===== config.mk =====
export PLATFORM = sky130hd
export DESIGN_NAME = bf_control
export DESIGN_NICKNAME = d
export VERILOG_FILES = /design/src/bf_pkg.sv /design/src/bf_control.sv
export SDC_FILE = /design/constraint.sdc
export NUM_CORES = 1
export LEC_CHECK = 0
export ABC_CLOCK_PERIOD_IN_PS = 2230
export BUFFER_PORTS_ARGS = -buffer_cell sky130_fd_sc_hd__buf_2
export CAP_MARGIN = 25
export CELL_PAD_IN_SITES_DETAIL_PLACEMENT = 0
export CELL_PAD_IN_SITES_GLOBAL_PLACEMENT = 2
export CORE_MARGIN = 2
export CORE_UTILIZATION = 31
export DETAILED_ROUTE_END_ITERATION = 12
export PLACE_DENSITY = 0.87
export SYNTH_ARGS = -nofsm -noshare
export SYNTH_HDL_FRONTEND = slang
export SYNTH_SLANG_ARGS = --single-unit

===== constraint.sdc =====
create_clock -name clk -period 2.23 [get_ports clk]
set_input_delay 0 -clock clk [delete_from_list [all_inputs] [get_ports clk]]
set_output_delay 0 -clock clk [all_outputs]
set_load 0.05 [all_outputs]

===== src/bf_pkg.sv =====
package bf_pkg;

	localparam int NODE_W   = 5;
	localparam int WEIGHT_W = 4;
	localparam int DIST_W   = 10;
	localparam int LANES    = 4; // sort network is built for four
	localparam int NODES    = 1 << NODE_W;

	typedef logic [NODE_W-1:0]   node_t;
	typedef logic [WEIGHT_W-1:0] weight_t;
	typedef logic [DIST_W-1:0]   dist_t;

	// top bit set means unreachable
	localparam dist_t DIST_INF = {1'b1, {(DIST_W-1){1'b0}}};

	// edge word: {weight, tail, head}, all zero ends the list
	localparam int EDGE_W = WEIGHT_W + 2 * NODE_W;
	typedef logic [EDGE_W-1:0] edge_t;

	// register file word: {dist, pred}
	typedef logic [DIST_W+NODE_W-1:0] entry_t;

	// sort lane: {update, edge, tail dist}
	localparam int SORT_W = 1 + EDGE_W + DIST_W;
	typedef logic [SORT_W-1:0] sort_t;

	// relax lane: {update, edge, tail dist, head dist}
	localparam int WORK_W = SORT_W + DIST_W;
	typedef logic [WORK_W-1:0] work_t;

	typedef enum logic [2:0] {
		ST_IDLE,
		ST_CLEAR,
		ST_RELAX,
		ST_READY,
		ST_READ,
		ST_TRACE
	} ctrl_state_t;

	function automatic node_t edge_head(input edge_t e);
		return e[NODE_W-1:0];
	endfunction

	function automatic node_t edge_tail(input edge_t e);
		return e[2*NODE_W-1:NODE_W];
	endfunction

	function automatic weight_t edge_weight(input edge_t e);
		return e[EDGE_W-1 -: WEIGHT_W];
	endfunction

endpackage


===== src/bf_control.sv =====
`timescale 1ns/1ps

module bf_control (
	input  logic           clk,
	input  logic           rst,
	input  logic           start,
	input  bf_pkg::node_t  source_node,
	input  logic           query,
	input  bf_pkg::node_t  dest_node,
	input  logic           converged,
	input  bf_pkg::entry_t trace_entry,
	output logic           clear,
	output logic           enable,
	output logic           trace_sel,
	output bf_pkg::node_t  trace_addr,
	output logic           busy,
	output logic           done,
	output bf_pkg::dist_t  dist_out,
	output logic           path_valid,
	output bf_pkg::node_t  path_node,
	output logic           path_last
);

	bf_pkg::ctrl_state_t state;
	bf_pkg::node_t       src;
	bf_pkg::node_t       cur;
	bf_pkg::node_t       beats; // loop guard
	bf_pkg::dist_t       cur_dist;
	bf_pkg::node_t       cur_pred;
	logic                last;

	assign clear     = state == bf_pkg::ST_CLEAR;
	assign enable    = state == bf_pkg::ST_RELAX;
	assign busy      = clear || enable || state == bf_pkg::ST_READ || state == bf_pkg::ST_TRACE;
	assign done      = state == bf_pkg::ST_READY || state == bf_pkg::ST_READ
		|| state == bf_pkg::ST_TRACE;
	assign trace_sel = done;
	assign trace_addr = (state == bf_pkg::ST_READY) ? dest_node : cur;

	assign {cur_dist, cur_pred} = trace_entry;
	// stop on source, unreachable node, or too many steps
	assign last = cur == src || cur_dist[bf_pkg::DIST_W-1] || beats == '1;

	always_ff @(posedge clk) begin
		if (rst) begin
			state      <= bf_pkg::ST_IDLE;
			path_valid <= 1'b0;
		end else begin
			path_valid <= 1'b0;
			case (state)
				bf_pkg::ST_IDLE, bf_pkg::ST_READY: begin
					if (start) begin
						state <= bf_pkg::ST_CLEAR;
						src   <= source_node;
					end else if (state == bf_pkg::ST_READY && query) begin
						state    <= bf_pkg::ST_READ;
						cur      <= dest_node;
						dist_out <= cur_dist; // entry of dest_node
						beats    <= '0;
					end
				end
				bf_pkg::ST_CLEAR: state <= bf_pkg::ST_RELAX;
				bf_pkg::ST_RELAX: begin
					if (converged)
						state <= bf_pkg::ST_READY;
				end
				bf_pkg::ST_READ, bf_pkg::ST_TRACE: begin
					path_valid <= 1'b1;
					path_node  <= cur;
					path_last  <= last;
					cur        <= cur_pred;
					beats      <= beats + 1'b1;
					state      <= last ? bf_pkg::ST_READY : bf_pkg::ST_TRACE;
				end
				default: state <= bf_pkg::ST_IDLE;
			endcase
		end
	end

endmodule


==> results of run 1 <==
==> placed cells by master (no fill, tap or decap), drive strengths merged, types with 3 or more instances in the layout <==
master and count:
nor2 16, dfxtp 4, mux2 10, nor3 3, a21oi 4, dlygate4sd3 16, edfxtp 31, xor2 7
inv 3, nand2 4, buf 60, clkbuf 5
==> worst min path at each step <==
stage,cells past startpoint,end,start
CTS,2,cur[3],trace_entry[3]
floorplan,0,dist_out[0],trace_entry[5]
global placement,1,src[0],source_node[0]
global route,2,cur[2],trace_entry[2]
finish,2,cur[3],trace_entry[3]
detailed placement,1,src[0],source_node[0]
==> per-layer routing <==
metal | vias to the layer above | part of all wire (%) | wire (um)
li1 | 557 | - | -
met1 | 516 | 44 | 1460
met2 | 43 | 48 | 1600
met3 | 9 | 6.7 | 226
met4 | 0 | 2.1 | 70
met5 | - | 0 | 0
==> cells by family after synthesis <==
kind of cell | count (synthesis)
AOI/OAI and AO/OA | 12
muxes | 10
and+or+nand+nor | 35
xor gates and xnor gates | 8
DFF | 35
adders and majority gates | 2
buffers and inverters | 11
==> worst reg2reg max path, cell delays in order, from the launching register on <==
cell and delay (ps):
dfxtp_1 670, nand3b_4 210, or3_1 390, a21oi_1 160, buf_4 200
==> power by group through the flow <==
stage | logic (mW) | clock network [mW] | registers (mW)
after detailed placement | 0.415 | 0 | 0.840
after global placement | 0.407 | 0 | 0.836
after floorplan | 0.348 | 0 | 0.826
after global routing | 0.467 | 0.452 | 0.835
final | 0.435 | 0.412 | 0.825
after CTS | 0.438 | 0.424 | 0.825
==> metrics by stage <==
stage	cell area (sq um)	hold WS, ps	total power, mW	cells
2_1_floorplan	1570	98.9	1.17	113
3_3_place_gp	1900	180	1.24	232
3_5_place_dp	1900	178	1.25	232
4_1_cts	2140	12.4	1.69	255
5_1_grt	2140	12.4	1.75	255
6_report	2140	23.4	1.67	255
==> flip-flops by register name (all words and copies together) (netlist names) <==
register / cells
dist_out: 10
beats: 5
cur: 5
path_node: 5
src: 5
state: 3
path_last: 1
path_valid: 1
==> layout make-up <==
type                    count  area share [%]
clock buffers               5            3.22
clock inverters             2           0.410
inverters                   3           0.527
multi-input cells          67            22.6
flip-flops and latches     35            47.3
well taps                  67            3.92
repair buffers             76            22.0
==> repair_timing <==
action                     CTS  global route
hold buffers                16             0
setup endpoints to repair    0             0
hold endpoints to repair    17             0
==> metrics, run 1 <==
Routability Congestion 0.748; Switching Share 32.3%; ys flop type edfxtp_1; top-count cell post-synth edfxtp_1; Synth-to-Final Area Change 36.3%; NetSw 0.540 mW; final-report max-slew violation count 0; status completed; crit path time final 1950 ps; Root Buffer clkbuf_8; CP delay by family, top flip-flops; CP max FO 16; CTS clk-pin slew, worst paths 60 ps; mux share of post-synthesis cell area 7.18%; Synth Cell Area 1570 sq um; Setup Crit Path Kind flop to output pin; Avg Synthesized Cell Area 13.9 sq um; Post-Synthesis Net Count 145; initial antenna violation count 0; r2r setup slk 310 ps; CTS resizes 0; synthesized flop and latch total 35; Reg2Reg Launch Point state[1]; Max Buffers Root-to-Sink 2; CP arrival 1950 ps; die area 5650 sq um; final worst slack 278 ps; Critical Path End done; number of H-tree levels 2; slowest stage cell, crit path dfxtp_1; Hold WC Path Type input port to flop; largest net degree at the start of global routing 17; worst skew pair latency 280 ps; Slew Limit Headroom 63.3%; Final setup viols 0; CP bufs+invs 2; Reg-to-Reg End cur[0]; Register Area 1010 sq um; Reg power frac 49.4%; Worst Tran Pin Value 549 ps; die extent in x 75.1 um; Num CTS Buffers 5; final period utilization 87.5%; Post-synth EDFFs 31; met1 GRT Util 14.0%; HPWL Detailed 2440 um; Worst R2R Path Depth 4; Final Util 44.4%; worst-path cell chain nand2b_1 > buf_4 > nand2_1 > buf_2; pre-CTS setup slack 304 ps; Worst EP required 2230 ps; crit path from state[1]; Post-Synth Simple-Gate Area 12.1%; Critical Path Start Type flop; largest cells by area after synthesis edfxtp_1, mux2_2, dfxtp_1; met3 usage 4.42%; Antenna diodes 0; number of global-route vias before repair 1,091; MaxCap Viol Count 0; Clock Skews 5.25 ps; largest family of logic cells by synthesized area simple AND/OR/NAND/NOR gates; Post-DRT Antenna Nets 0; Multi-input gate area 484 sq um; WL/cell 13.2 um; vias 1,125; LEAKAGE 0.902 nW; Seq/Total Area, Yosys 64.4%; Cells after Synth 113; PD cells 781 nW/um^2; global route overflow 0; Die Span Y 75.1 um; critical path depth 4; slowest cell delay on critical path 670 ps; GRT Total Usage 12.1%; WL final 3360 um; Clock power frac 24.6%; Clock Sinks 35; critical path endpoint category output pin; GR peak layer met2; post-CTS setup buffers 0; Layout fillers 457; first-pass GRT wire length 5000 um; worst vdd ir 0.000397 V; asr flop ratio synth 0%; Core Region 4820 sq um; Hold Fails Final Rpt 0; Residual DRC 0; Synth Area in Adders 1.59%; Cell Int Power 1.13 mW; Post-synth top cells edfxtp_1, nor2_1, mux2_2, xor2_1; Yosys top cell by area edfxtp_1; Yosys cell types 33; GR Util met2 19.8%; Warnings, synthesis 0; Synth Area in Compound Gates 5.50%; Max Clk Rate 512 MHz; final net count 220; initial DRC count 28; 1st-pass router iterations 4; final setup TNS 0 ps; DR vias/cell 4.41; share of layout cells above drive strength 1 42.6%; RSZ-0062 raised after global routing false; IO Pins 57; Comb power frac 26.0%; area share of xor/xnor cells in the synthesized design 4.47%; starting density of the core 32.6%; # port buffers 56; CTS tree yes; area fraction of the dominant cell type after synthesis 59.3%; Site Rows 25
Power figures use the tool's default switching activity.
==> inputs of run 2 (changes only) <==
- ABC_AREA: not set -> 1
- CORE_UTILIZATION: 31 -> 29
- PLACE_DENSITY: 0.87 -> 0.74
==> run 2 against run 1 <==
  * Combinational power is 110% higher
  * Worst setup slack better by 260 ps
  * Non-clock buffer count stayed put
==> metrics, run 2 <==
worst skew pair latency 280 ps (about the same); final net count 263 (+20%); largest net degree at the start of global routing 13 (-4); Avg Synthesized Cell Area 10.4 sq um (-25%); CTS tree yes; ys flop type edfxtp_1; area fraction of the dominant cell type after synthesis 59.1% (-0.19 points); CP delay by family, top simple AND/OR/NAND/NOR gates; CTS clk-pin slew, worst paths 70 ps (about the same); max reg flops 10 (unchanged); Clock Sinks 35 (unchanged); asr flop ratio synth 0% (unchanged); Synth-to-Final Area Change 41.6%; Post-DRT Antenna Nets 0 (unchanged); global route overflow 0 (unchanged); Multi-input gate area 450 sq um (-7.0%); PD cells 1070 nW/um^2 (+37%); die extent in x 77.7 um (+3.4%); crit path time final 1690 ps (-265 ps); critical path endpoint category flop; 1st-pass router iterations 6 (+2); Max Buffers Root-to-Sink 2 (unchanged); GRT Total Usage 13.1% (+0.95 points); Final setup viols 0 (unchanged); Max Clk Rate 593 MHz (+16%); largest cells by area after synthesis edfxtp_1, nand2_1, dfxtp_1; worst-path cell chain inv_1 > nand2_2 > nand2_2 > nor2_4 > nand2_1 > nor2_1; pre-CTS setup slack 562 ps (+257 ps); Critical Path Start Type flop; Residual DRC 0 (unchanged); slowest cell delay on critical path 470 ps (-200 ps); CTS resizes 0 (unchanged); WL/cell 12.6 um (-4.2%); Register Area 1010 sq um (unchanged); initial antenna violation count 0 (unchanged); Post-synth EDFFs 31 (unchanged); Synth Cell Area 1570 sq um (+0.32%); Hold WC Path Type input port to flop; register with the most flip-flops dist_out; most frequent CP cell nand2_2; DR vias/cell 4.14 (-6.2%); share of layout cells above drive strength 1 35.8% (-6.8 points); initial DRC count 55 (+96%); CTS Hold Bufs 18 (+2); slowest stage cell, crit path dfxtp_1; CP max FO 5 (-11); status completed; top-count cell post-synth nand2_1; Hold Fails Final Rpt 0 (unchanged); Seq/Total Area, Yosys 64.2% (-0.20 points); # port buffers 56 (unchanged); Worst EP required 2160 ps (-70 ps); Post-Synthesis Net Count 184 (+27%); Final Util 43.1% (-1.3 points); Num CTS Buffers 5 (unchanged); Die Span Y 77.7 um (+3.4%); final setup TNS 0 ps (unchanged); most common cell after layout, fill and taps aside buf_2; HPWL Detailed 2860 um (+17%); final hold slack 11.1 ps (-12.3 ps); vias 1,250 (+11%); Yosys cell types 24 (-27%); final worst slack 543 ps (+265 ps); Cells after Synth 152 (+35%); Layout fillers 524 (+15%); starting density of the core 30.4% (-2.1 points); RSZ-0062 raised after global routing false; Core Region 5170 sq um (+7.4%); die area 6030 sq um (+6.8%); Post-synth top cells nand2_1, edfxtp_1, inv_1, nor2_1, o21ai_0; Antenna diodes 0 (unchanged); first-pass GRT wire length 5980 um (+19%); post-CTS setup buffers 0 (unchanged); Routability Congestion 0.766 (+2.4%); CP arrival 1620 ps (-330 ps); LEAKAGE 1.03 nW (+14%); Warnings, synthesis 0 (unchanged); Worst Tran Pin Value 504 ps (-45.8 ps); Site Rows 26 (+4.0%); final period utilization 75.7% (-12 points); Yosys top cell by area edfxtp_1; number of H-tree levels 2 (unchanged); number of global-route vias before repair 1,205 (+10%); IO Pins 57 (unchanged); Setup Crit Path Kind flop to flop; most frequent cells in the layout buf_2, nand2_1, edfxtp_1, inv_1, dlygate4sd3_1; CP bufs+invs 1 (-1); Clock Skews 4.77 ps (-0.475 ps); worst vdd ir 0.000937 V (+140%); WL final 3810 um (+13%); MaxCap Viol Count 0 (unchanged); final-report max-slew violation count 0 (unchanged); Slew Limit Headroom 66.3% (+3.0 points); Root Buffer clkbuf_8; synthesized flop and latch total 35 (unchanged)
==> run 2: cells by family (layout without fill, tap and decap cells) <==
| group | Yosys count | after routing | share of synthesized area (%) |
|---|---|---|---|
| compound gates | 14 | 14 | 5.96 |
| fa+ha+maj | 2 | 2 | 1.59 |
| flops | 35 | 35 | 64.2 |
| xor+xnor | 1 | 1 | 0.557 |
| buf+inv | 28 | 108 | 7.15 |
| simple gates | 72 | 72 | 20.5 |
==> run 2: path summary, 6_finish.rpt <==
check	startpoint	to	slack, ps	depth (start not counted)
max	state[1]	src[0]	540	6
min	dest_node[3]	cur[3]	10	3
max reg2reg	state[1]	src[0]	540	6
min reg2reg	cur[4]	path_node[4]	510	0
==> run 2: metrics by stage <==
stage | total power, mW | instance area (sq um) | std cells
floorplan | 1.61 | 1570 | 152
finish | 2.38 | 2230 | 302
CTS | 2.41 | 2230 | 302
global placement | 1.80 | 1940 | 276
detailed placement | 1.81 | 1940 | 276
global route | 2.51 | 2230 | 302
==> run 2: layout make-up <==
cell class | count | share of cell area [%]
well taps | 70 | 3.93
clock inverters | 3 | 1.97
repair buffers | 76 | 21.3
flip-flops and latches | 35 | 45.4
inverters | 24 | 4.10
multi-input cells | 89 | 20.2
clock buffers | 5 | 3.09
==> run 2: worst reg2reg max path, cell delays in order, from the launching register on <==
cell and delay [ps]:
dfxtp_1 470, inv_1 90, nand2_2 80, nand2_2 70
nor2_4 130, nand2_1 120, nor2_1 380
==> run 2: metal layers <==
metal | track usage [%] | vias to the layer above | part of all wire, %
met3 | 3.95 | 2 | 5.3
li1 | - | 641 | -
met5 | 0 | - | 0
met4 | 5.36 | 0 | 0.63
met1 | 15.4 | 569 | 42
met2 | 22.2 | 38 | 52
==> run 2: where the power goes <==
part           switching (mW)  internal, mW
Clock                   0.233         0.333
Sequential             0.0715         0.818
Combinational           0.668         0.262
